File: src/design/alu_pkg.sv
// ----------------------------------------------------------------------
// shared types and widths for the register-to-register execution unit
// xlen sets the datapath and the default ALU width
// register index width must cover num_regs
// operation encoding is fixed at 3 bits, 8 functions
// ----------------------------------------------------------------------

package alu_pkg;

    localparam int xlen     = 64; // data width
    localparam int num_regs = 16; // register file depth
    localparam int reg_aw   = 4;  // register index width

    // alu function select, order matches the hardware encoding
    typedef enum logic [2:0] {
        op_sum,         // a + b
        op_sub,         // a - b
        op_shift_left,  // logical a << b
        op_shift_right, // logical a >> b
        op_load,        // pass b
        op_and,         // a & b
        op_xor,         // a ^ b
        op_not          // ~a, b ignored
    } alu_op_e;

    // status flags, compares are signed
    typedef struct packed {
        logic overflow; // signed overflow of sum or difference
        logic negative; // msb of result
        logic zero;     // result is all zero
        logic equal;    // a == b
        logic greater;  // a > b
        logic less;     // a < b
    } alu_flags_t;

    // one command from the requester
    typedef struct packed {
        alu_op_e             op;
        logic [reg_aw-1:0]   rd;      // destination
        logic [reg_aw-1:0]   rs1;     // operand a
        logic [reg_aw-1:0]   rs2;     // operand b unless use_imm
        logic                use_imm; // imm replaces rs2
        logic [xlen-1:0]     imm;
    } exec_cmd_t;

    // response returned with ack
    typedef struct packed {
        logic [xlen-1:0] result;
        alu_flags_t      flags;
    } exec_rsp_t;

endpackage: alu_pkg

File: src/design/alu.sv
// ----------------------------------------------------------------------
// 8-function combinational ALU, width set by parameter
// shifts are logical; amount of width or more gives zero
// overflow reports the sum for op_sum, the difference for all else
// equal/greater/less compare a and b as signed numbers
// ----------------------------------------------------------------------

module alu
    import alu_pkg::*;
#(
    parameter int width = xlen
) (
    input  alu_op_e                  op,     // function select
    input  logic signed [width-1:0]  a,      // operand a
    input  logic signed [width-1:0]  b,      // operand b or immediate
    output logic signed [width-1:0]  result,
    output alu_flags_t               flags
);

    logic signed [width-1:0] res_add; // a + b
    logic signed [width-1:0] res_sub; // a - b
    logic signed [width-1:0] res;     // selected result
    logic                    shamt_big; // shift amount out of range
    logic                    ovf_add;
    logic                    ovf_sub;

    assign res_add = a + b;
    assign res_sub = a - b;

    // any amount >= width clears the value
    assign shamt_big = ($unsigned(b) >= width);

    // same-sign inputs, sign flips
    assign ovf_add = (a[width-1] == b[width-1]) && (res_add[width-1] != a[width-1]);
    // opposite-sign inputs, sign of a lost
    assign ovf_sub = (a[width-1] != b[width-1]) && (res_sub[width-1] != a[width-1]);

    always_comb begin
        case (op)
            op_sum:         res = res_add;
            op_sub:         res = res_sub;
            op_shift_left:  res = shamt_big ? '0 : (a << $unsigned(b));
            op_shift_right: res = shamt_big ? '0 : (a >> $unsigned(b)); // zero fill
            op_load:        res = b;                 // pass-through
            op_and:         res = a & b;
            op_xor:         res = a ^ b;
            op_not:         res = ~a;                // b unused here
            default:        res = '0;
        endcase
    end

    assign result = res;

    // flags
    assign flags.overflow = (op == op_sum) ? ovf_add : ovf_sub;
    assign flags.negative = res[width-1];
    assign flags.zero     = (res == '0);
    assign flags.equal    = (a == b);
    assign flags.greater  = (a > b);  // signed, both operands signed
    assign flags.less     = (a < b);

    // a known operand pair with an unknown op means the flags
    // downstream would be garbage
    always_comb begin
        a_op_known: assert final ($isunknown({a, b}) || !$isunknown(op))
            else $error("alu op is unknown while operands are valid");
    end

endmodule: alu

File: src/design/reg_file.sv
// ----------------------------------------------------------------------
// register file, num_regs x xlen, all entries cleared on reset
// two combinational read ports, one write port on the clock edge
// read of the entry being written returns the old value
// ----------------------------------------------------------------------

module reg_file
    import alu_pkg::*;
(
    input  logic              clk,
    input  logic              arst_n,
    input  logic [reg_aw-1:0] raddr_a, // operand a index
    input  logic [reg_aw-1:0] raddr_b, // operand b index
    output logic [xlen-1:0]   rdata_a,
    output logic [xlen-1:0]   rdata_b,
    input  logic              we,      // write strobe
    input  logic [reg_aw-1:0] waddr,
    input  logic [xlen-1:0]   wdata
);

    logic [xlen-1:0] regs [num_regs]; // storage

    // single write port
    always_ff @(posedge clk or negedge arst_n) begin
        if (!arst_n) begin
            for (int i = 0; i < num_regs; i++) begin
                regs[i] <= '0; // all zero after reset
            end
        end else if (we) begin
            regs[waddr] <= wdata;
        end
    end

    // no bypass, new value shows after the edge
    assign rdata_a = regs[raddr_a];
    assign rdata_b = regs[raddr_b];

    // write address must be clean when strobed
    a_waddr_known: assert property (
        @(posedge clk) disable iff (!arst_n)
        we |-> !$isunknown(waddr)
    ) else $error("reg_file write with unknown waddr");

endmodule: reg_file

File: src/design/exec_ctrl.sv
// ----------------------------------------------------------------------
// control FSM for the execution unit
// four-phase req/ack; one command in flight at a time
// edge 1 captures cmd, edge 2 writes rd, loads rsp, raises ack
// ack and rsp hold until req is sampled low
// cmd must stay stable while req is high
// ----------------------------------------------------------------------

module exec_ctrl
    import alu_pkg::*;
(
    input  logic              clk,
    input  logic              arst_n,
    input  logic              req,        // from requester
    input  exec_cmd_t         cmd,
    output logic              ack,        // registered
    output exec_rsp_t         rsp,        // registered, valid with ack
    output logic [reg_aw-1:0] raddr_a,    // rs1
    output logic [reg_aw-1:0] raddr_b,    // rs2
    input  logic [xlen-1:0]   rdata_b,
    output alu_op_e           alu_op,
    output logic [xlen-1:0]   alu_b,      // imm or rdata_b
    input  logic [xlen-1:0]   alu_result,
    input  alu_flags_t        alu_flags,
    output logic              we,
    output logic [reg_aw-1:0] waddr,
    output logic [xlen-1:0]   wdata
);

    typedef enum logic [1:0] {
        st_idle, // waiting for req
        st_exec, // operands valid, write back this cycle
        st_hold  // ack high, waiting for req low
    } state_e;

    state_e    state_q;
    state_e    state_d;
    exec_cmd_t cmd_q;   // captured command

    // next state
    always_comb begin
        state_d = state_q;
        case (state_q)
            st_idle: if (req) state_d = st_exec;
            st_exec: state_d = st_hold;      // always one cycle
            st_hold: if (!req) state_d = st_idle;
            default: state_d = st_idle;
        endcase
    end

    always_ff @(posedge clk or negedge arst_n) begin
        if (!arst_n) begin
            state_q <= st_idle;
            cmd_q   <= '0;   // keeps alu_op known out of reset
            ack     <= 1'b0;
            rsp     <= '0;
        end else begin
            state_q <= state_d;
            if (state_q == st_idle && req) begin
                cmd_q <= cmd; // E1
            end
            if (state_q == st_exec) begin
                ack        <= 1'b1; // E2
                rsp.result <= alu_result;
                rsp.flags  <= alu_flags;
            end else if (state_q == st_hold && !req) begin
                ack <= 1'b0; // release
            end
        end
    end

    // datapath steering from the captured command
    assign raddr_a = cmd_q.rs1;
    assign raddr_b = cmd_q.rs2;
    assign alu_op  = cmd_q.op;
    assign alu_b   = cmd_q.use_imm ? cmd_q.imm : rdata_b;

    // write-back in the exec cycle only
    assign we    = (state_q == st_exec);
    assign waddr = cmd_q.rd;
    assign wdata = alu_result;

    // ack rises only for a request seen on the previous edge
    a_ack_after_req: assert property (
        @(posedge clk) disable iff (!arst_n)
        $rose(ack) |-> $past(req)
    ) else $error("ack rose without req");

    // back-pressure: response frozen while ack stays high
    a_rsp_stable: assert property (
        @(posedge clk) disable iff (!arst_n)
        ack && $past(ack) |-> $stable(rsp)
    ) else $error("rsp changed while ack high");

    // one write per command, followed by the ack rise
    a_one_write: assert property (
        @(posedge clk) disable iff (!arst_n)
        we |=> !we && $rose(ack)
    ) else $error("write strobe longer than one cycle or not followed by ack");

endmodule: exec_ctrl

File: src/design/exec_unit.sv
// ----------------------------------------------------------------------
// top of the register-to-register execution unit
// one command per four-phase req/ack transaction
// ack appears after the second edge that sees req high
// ----------------------------------------------------------------------

module exec_unit
    import alu_pkg::*;
(
    input  logic      clk,
    input  logic      arst_n,
    input  logic      req,  // command request
    input  exec_cmd_t cmd,  // stable while req high
    output logic      ack,
    output exec_rsp_t rsp   // valid while ack high
);

    logic [reg_aw-1:0] raddr_a;
    logic [reg_aw-1:0] raddr_b;
    logic [xlen-1:0]   rdata_a;    // straight to alu operand a
    logic [xlen-1:0]   rdata_b;    // muxed with imm in ctrl
    alu_op_e           alu_op;
    logic [xlen-1:0]   alu_b;
    logic [xlen-1:0]   alu_result;
    alu_flags_t        alu_flags;
    logic              we;
    logic [reg_aw-1:0] waddr;
    logic [xlen-1:0]   wdata;

    exec_ctrl ctrl_i (
        .clk        (clk),
        .arst_n     (arst_n),
        .req        (req),
        .cmd        (cmd),
        .ack        (ack),
        .rsp        (rsp),
        .raddr_a    (raddr_a),
        .raddr_b    (raddr_b),
        .rdata_b    (rdata_b),
        .alu_op     (alu_op),
        .alu_b      (alu_b),
        .alu_result (alu_result),
        .alu_flags  (alu_flags),
        .we         (we),
        .waddr      (waddr),
        .wdata      (wdata)
    );

    reg_file rf_i (
        .clk     (clk),
        .arst_n  (arst_n),
        .raddr_a (raddr_a),
        .raddr_b (raddr_b),
        .rdata_a (rdata_a),
        .rdata_b (rdata_b),
        .we      (we),
        .waddr   (waddr),
        .wdata   (wdata)
    );

    alu #(
        .width (xlen)
    ) alu_i (
        .op     (alu_op),
        .a      (rdata_a),
        .b      (alu_b),
        .result (alu_result),
        .flags  (alu_flags)
    );

endmodule: exec_unit

File: config.mk
export PLATFORM = sky130hd
export DESIGN_NAME = exec_unit
export DESIGN_NICKNAME = d
export VERILOG_FILES = /design/src/design/alu_pkg.sv /design/src/design/alu.sv /design/src/design/reg_file.sv /design/src/design/exec_ctrl.sv /design/src/design/exec_unit.sv
export SDC_FILE = /design/constraint.sdc
export NUM_CORES = 2
export LEC_CHECK = 0
export ABC_CLOCK_PERIOD_IN_PS = 7750
export BUFFER_PORTS_ARGS = -buffer_cell sky130_fd_sc_hd__buf_2
export CAP_MARGIN = 25
export CELL_PAD_IN_SITES_DETAIL_PLACEMENT = 0
export CELL_PAD_IN_SITES_GLOBAL_PLACEMENT = 1
export CORE_ASPECT_RATIO = 1.1
export CORE_MARGIN = 2
export CORE_UTILIZATION = 47
export CTS_BUF_LIST = sky130_fd_sc_hd__clkbuf_8
export DETAILED_ROUTE_END_ITERATION = 6
export PLACE_DENSITY = 0.87
export SYNTH_ARGS = -nofsm -noshare
export SYNTH_HDL_FRONTEND = slang
export SYNTH_SLANG_ARGS = --single-unit
File: constraint.sdc
create_clock -name clk -period 7.75 [get_ports clk]
set_clock_uncertainty 0.05 [all_clocks]
set_input_delay 1.1625 -clock clk [delete_from_list [all_inputs] [get_ports clk]]
set_output_delay 1.1625 -clock clk [all_outputs]
set_load 0.01 [all_outputs]
Word level (Yosys, flattened, before mapping)
Cells that the tools add are included.
- register bits: 1177
- bits of input ports: 83
- output and inout port bits: 71
- word-level logic and storage cells: 94
- add/subtract/negate cells: 2
- order comparisons: 7
- equal/unequal tests: 16
- shifts and indexed selects: 2
- multiplexer cells: 19
- bitwise gates (word level): 6
- reductions and logical operators: 11
- operators with widths (operator ; number):
    $bwmux W1024 ; 1
    $bmux W64 S4 ; 2
    $mux W64 ; 8
    $pmux W64 S8 ; 1
    $demux W64 S4 ; 1
    $add A64 B64 Y64 ; 1
    $and A64 B64 Y64 ; 1
    $eq A64 B64 Y1 ; 1
    $ge A64 B7 Y1 const B ; 1
    $gt A64 B64 Y1 ; 1
    $logic_not A64 Y1 ; 1
    $lt A64 B64 Y1 ; 1
    $not A64 Y64 ; 1
    $shl A64 B64 Y64 ; 1
    $shr A64 B64 Y64 ; 1
    $sub A64 B64 Y64 ; 1
    $xor A64 B64 Y64 ; 1
    $ge A5 B5 Y1 const B ; 3
    $not A4 Y5 ; 3
    $eq A3 B3 Y1 const B ; 4
    $eq A3 B2 Y1 const B ; 2
    $pmux W2 S3 ; 1
    $logic_and A1 B1 Y1 ; 5
    $lt A5 B1 Y1 const B ; 1
    13 further kinds ; 19

Depth between registers and ports, before layout
- depth in word-level cells: 9
- mapped depth: 33
- depth with buffers taken out: 23

By module
Synthesis repeated with hierarchy kept, for this count alone.
- cells, all modules: 6898
- area total of the unflattened synthesis: 82213.8 um2
- modules (own cells, without submodules) (module ; times used ; cells an instance ; area each (um2) ; seq. area each (um2)):
    reg_file ; 1 ; 3311 ; 53244.8 ; 25624.6
    alu ; 1 ; 3109 ; 21465.6 ; 0.0
    exec_ctrl ; 1 ; 478 ; 7503.4 ; 3828.7

Worst setup path before layout
No wires, ideal clock.
- path kind: register to register
- start point: register ctrl_i.cmd_q, in the netlist ctrl_i.raddr_b[0]
- end point: register, netlist name ctrl_i.rsp[3]
- setup time: 0.104 ns
- arrival: 7.332 ns
- required time: 7.596 ns
- path slack: 0.264 ns
- stages on the path, launching flop included: 33
- path buffers: 11
- period minus slack after synthesis: 7.486 ns
- path through: dfrtp_1 > buf_6 > buf_12 > buf_12 > buf_8 > buf_6 > mux4_2 > mux2_2 > o21ai_4 > inv_2 > buf_6 > buf_6 > buf_6 > buf_6 > buf_6 > ha_1 > o21ai_0 > a21oi_1 > o31ai_1 > a21o_1 > a2111oi_0 > or3_1 > a21oi_1 > o41a_1 > o31ai_1 > xnor2_1 > nor2_1 > or4_1 > clkbuf_1 > or4b_1 > nor4_1 > nand4_1 > o41ai_2
- cells in the longest elaborated chain, start to end: 9
- elaborated cells between the ends (all ways): 16
- classes of those cells: 2 x add/sub; 1 x order compare; 2 x shift; 7 x mux; 3 x bitwise; 1 x reduce/logical
- ends and longest elaborated chain (element ; line ; RTL):
    start: declaration ; exec_ctrl.sv:38 ; exec_cmd_t cmd_q;
    start signal: assignment ; exec_ctrl.sv:60 ; cmd_q <= cmd;
    $not A4 Y5 (implied by the code) (*) ; reg_file.sv:36 ; assign rdata_b = regs[raddr_b];
    $bmux W64 S4 (*) ; reg_file.sv:36 ;
    $mux W64 (implied by the code) (*) (2 in a row) ; reg_file.sv:36 ;
    $mux W64 (*) ; exec_ctrl.sv:76 ; assign alu_b = cmd_q.use_imm ? cmd_q.imm : rdata_b;
    $ge A64 B7 Y1, or another cell as far along ; alu.sv:31 ; assign shamt_big = ($unsigned(b) >= width);
    $mux W64, on equally long branches ; alu.sv:43, alu.sv:42 ;
    $pmux W64 S8 (*) ; alu.sv:39 ; case (op)
    $logic_not A64 Y1 (*) ; alu.sv:57 ; assign flags.zero = (res == '0);
Mark *: on every way between the ends. The rest lies on a longest branch, timed or not. The select of a mux whose other input is x is not followed.
A chain may end at the register's enable or synchronous reset.

Final worst setup path
- start point: register ctrl_i.cmd_q, in the netlist ctrl_i.raddr_a[1]
- end point: register, netlist name ctrl_i.rsp[3]
- cells in the longest elaborated chain, start to end: 8
- elaborated cells between the ends (all ways): 15
- classes of those cells: 2 x add/sub; 2 x shift; 6 x mux; 4 x bitwise; 1 x reduce/logical
- ends and longest elaborated chain (element ; line ; RTL):
    $not A4 Y5 (implied by the code) (*) ; reg_file.sv:35 ; assign rdata_a = regs[raddr_a];
    $bmux W64 S4 (*) ; reg_file.sv:35 ;
    $mux W64 (implied by the code) (*) (2 in a row) ; reg_file.sv:35 ;
    branches (longest 2 deep; another with $sub A64 B64 Y64) ; n/a ;
    $pmux W64 S8 (*) ; alu.sv:39 ;
    $logic_not A64 Y1 (*) ; alu.sv:57 ;
Mark *: on every way between the ends. The select of a mux whose other input is x is not followed.

==> flow_summary.json <==
{
  "grt_setup_unrepaired": "no",
  "vias_per_cell": 7.00,
  "globalplace.congestion": 1.13,
  "detail_route.wl_per_cell_um": 35.3,
  "cts_buffer_depth": 3,
  "critical_path_class": "flop to flop",
  "timing.final.setup_violations": 0,
  "initial_core_util": 0.472,
  "vias": 74041,
  "met2_length_mm": 162,
  "numClockSinks": 1176,
  "min_period_over_period": 0.972,
  "synthFlopType": "sky130_fd_sc_hd__dfrtp_1",
  "die_h_um": 432,
  "cts.reportedPaths.clkPinSlew_ns": 0.06,
  "first_global_vias": 70170,
  "achievable-frequency_ghz": 0.133,
  "synthesis.area_um2": 78400,
  "endpoint_kind": "flop",
  "drt_iter0_drc": 10587,
  "yosys.cell_count.top_type": "sky130_fd_sc_hd__nand2_1",
  "post_synthesis_cells": 8041,
  "syn_to_final_growth_pct": 11.9,
  "critical_path_arrival_ns": 8.30,
  "core_area_um2": 166000,
  "status": "finished clean",
  "final_layout_size_suffix_gt1_frac": 0.242,
  "grt_start_max_net_pins": 180,
  "final-instance-count-excl-fill": 10574,
  "final_net_count": 8405,
  "placed_cells": 10203,
  "synth_seq_cells": 1176,
  "detail_route.wirelength.met1_mm": 134,
  "io_pins": 154,
  "grt_util_all_layers": 0.432,
  "ys_seq_area_frac": 0.375,
  "timing.max_slew.rel_slack": 0.189,
  "cts_max_level": 4,
  "asyncSetResetFlopFracSynth": 1.00,
  "worst-path-max-fanout": 57,
  "largest_cells_by_area_after_synthesis": "sky130_fd_sc_hd__dfrtp_1 38%, sky130_fd_sc_hd__mux4_2 17%, sky130_fd_sc_hd__nand2_1 7.2%",
  "timing_max_transition_violations_final": 0,
  "slack_of_the_critical_path_ns": 0.215,
  "top_area_cell_type_share_of_the_netlist_area": 0.375,
  "clk_root_buffer_cell": "sky130_fd_sc_hd__clkbuf_8",
  "dp_hpwl_mm": 268,
  "finalHoldViolCount": 0,
  "grt_overflow_total": 0,
  "netlist-cell-type-count": 110,
  "floorplan.die_area_um2": 170000,
  "detail-route-antenna-nets": 0,
  "synth.largest_area_cell": "sky130_fd_sc_hd__dfrtp_1",
  "worst_ep_required_time_ns": 8.52,
  "route.detailed.drc": 0,
  "crit_path_start_kind": "flop",
  "antenna_found_initial": 18,
  "totalWireLength_mm": 374,
  "worst-slew-pin-transition_ns": 1.21,
  "finalCriticalPeriod_ns": 7.54,
  "wire_length_of_the_first_global_routing_pass_mm": 528,
  "place.port_buffers": 153,
  "dp_slack_ns": -0.130,
  "nFillCells": 14794,
  "num_rows": 157,
  "cts_inserted_buffers": 188,
  "syn_avg_cell_area_um2": 9.75,
  "clk_latency_ns": 0.98,
  "synth-warning-count": 0,
  "cts_tree": "yes",
  "max-cap-violations": 0,
  "dr.max_layer_used": "met5",
  "syn-num-nets": 8264,
  "synth-edff-count": 0,
  "synth_top_cells_by_count": "1502 x sky130_fd_sc_hd__nand2_1, 1176 x sky130_fd_sc_hd__dfrtp_1, 1058 x sky130_fd_sc_hd__o21ai_0",
  "drt-pass1-iter-count": 6,
  "die_width_um": 393,
  "met3_wirelength_mm": 45.0,
  "timing.hold.worst.class": "input port to async pin",
  "cts-hold-fix-buffers": 0
}
## critical path, cell delays in order (launching register included)
cell                       delay [ns]
sky130_fd_sc_hd__dfrtp_4         0.64
sky130_fd_sc_hd__buf_4           0.48
sky130_fd_sc_hd__buf_6           0.59
sky130_fd_sc_hd__mux4_2          0.41
sky130_fd_sc_hd__mux4_2          0.70
sky130_fd_sc_hd__o31ai_1         0.27
sky130_fd_sc_hd__nand3_1         0.16
sky130_fd_sc_hd__nand4_1         0.70
sky130_fd_sc_hd__mux2i_1         0.25
sky130_fd_sc_hd__a221oi_1        0.71
sky130_fd_sc_hd__o21ai_0         0.18
sky130_fd_sc_hd__o221a_2         0.17
sky130_fd_sc_hd__or4b_1          0.64
sky130_fd_sc_hd__nor4_2          0.19
sky130_fd_sc_hd__nand4_1         0.27
sky130_fd_sc_hd__nor4_2          0.30
sky130_fd_sc_hd__buf_4           0.16
sky130_fd_sc_hd__nand4_1         0.20
sky130_fd_sc_hd__o41ai_2         0.29
## layer usage
| metal | GRT usage | vias up |
|---|---|---|
| met3 | 0.127 | 1313 |
| met5 | 0 | - |
| met1 | 0.543 | 36942 |
| met2 | 0.643 | 5577 |
| li1 | - | 30199 |
| met4 | 0.297 | 10 |
## through the flow
stage	instance area [um^2]	util	TNS, ns	hold slack, ns
after floorplan	78400	-	0	0.408
after global routing	87700	0.528	0	0.168
after global placement	83400	0.502	-4.82	0.403
after CTS	87400	0.527	0	0.150
after detailed placement	83400	0.502	-0.130	0.404
final	87700	0.529	0	0.135
## state kept, by name (all words and copies together) (netlist names)
signal          count
ctrl_i.ack          1
rf_i.regs        1024
ctrl_i.alu_op       3
ctrl_i.raddr_b      4
ctrl_i.rsp         69
ctrl_i.raddr_a      4
ctrl_i.state_q      2
ctrl_i.waddr        4
ctrl_i.cmd_q       65
## what timing repair did
action	in CTS	in global routing
resized for setup	5	25
setup endpoints to repair	1	63
cloned	0	3
endpoints found under the hold margin	0	0
pin swaps	0	3
setup buffers	0	6
## logic make-up (layout without fill, tap and decap cells)
family                   Yosys count  after routing  share of synthesized area
AND/OR/NAND/NOR                 2596           2596                      0.147
AO/OA/AOI/OAI                   2185           2185                      0.173
flip-flops                      1176           1176                      0.375
multiplexers                     966            966                      0.221
buffers and inverters            878           1173                     0.0507
adder cells (fa/ha/maj)          140            140                     0.0225
XOR/XNOR                         100            100                     0.0112
other                              0             12                          0
## cell type report
class,count,area [um^2],area share
multi-input cells,5987,45400,0.518
flip-flops and latches,1176,29500,0.336
repair buffers,690,5510,0.0628
clock buffers,241,3320,0.0378
well taps,2226,2790,0.0317
clock inverters,103,672,0.00766
inverters,139,523,0.00596
diodes,12,30.0,0.000342
## cell usage in the layout, fill, tap and decap left out, types with 137 or more instances in the layout
| cell type | netlist | final |
|---|---|---|
| sky130_fd_sc_hd__mux4_2 | 579 | 579 |
| sky130_fd_sc_hd__a21oi_1 | 281 | 272 |
| sky130_fd_sc_hd__nand2_1 | 1502 | 1490 |
| sky130_fd_sc_hd__buf_4 | 48 | 477 |
| sky130_fd_sc_hd__ha_1 | 138 | 137 |
| sky130_fd_sc_hd__nand3_1 | 418 | 413 |
| sky130_fd_sc_hd__mux2_2 | 262 | 262 |
| sky130_fd_sc_hd__inv_1 | 131 | 186 |
| sky130_fd_sc_hd__dfrtp_1 | 1176 | 1164 |
| sky130_fd_sc_hd__nand4_1 | 145 | 145 |
| sky130_fd_sc_hd__clkbuf_8 | 0 | 241 |
| sky130_fd_sc_hd__o21ai_0 | 1058 | 1054 |
| sky130_fd_sc_hd__buf_2 | 123 | 153 |
| sky130_fd_sc_hd__nor2_1 | 226 | 219 |
## path summary, 6_finish.rpt
check	start	end	slack [ns]	cells past startpoint
worst min-delay path	arst_n	rf_i.regs[6]	0.14	1
worst max-delay path	ctrl_i.raddr_a[1]	ctrl_i.rsp[3]	0.21	18
worst min register to register	ctrl_i.rsp[2]	ctrl_i.rsp[2]	0.42	2
worst max register to register	ctrl_i.raddr_a[1]	ctrl_i.rsp[3]	0.21	18
min in group clk	cmd[35]	ctrl_i.cmd_q[35]	0.36	3
max in group asynchronous	arst_n	ctrl_i.raddr_b[1]	5.83	2
Power is left out: the tool's default activity adds up to more than one toggle a clock period on the data nets, which glitch-free logic cannot reach.
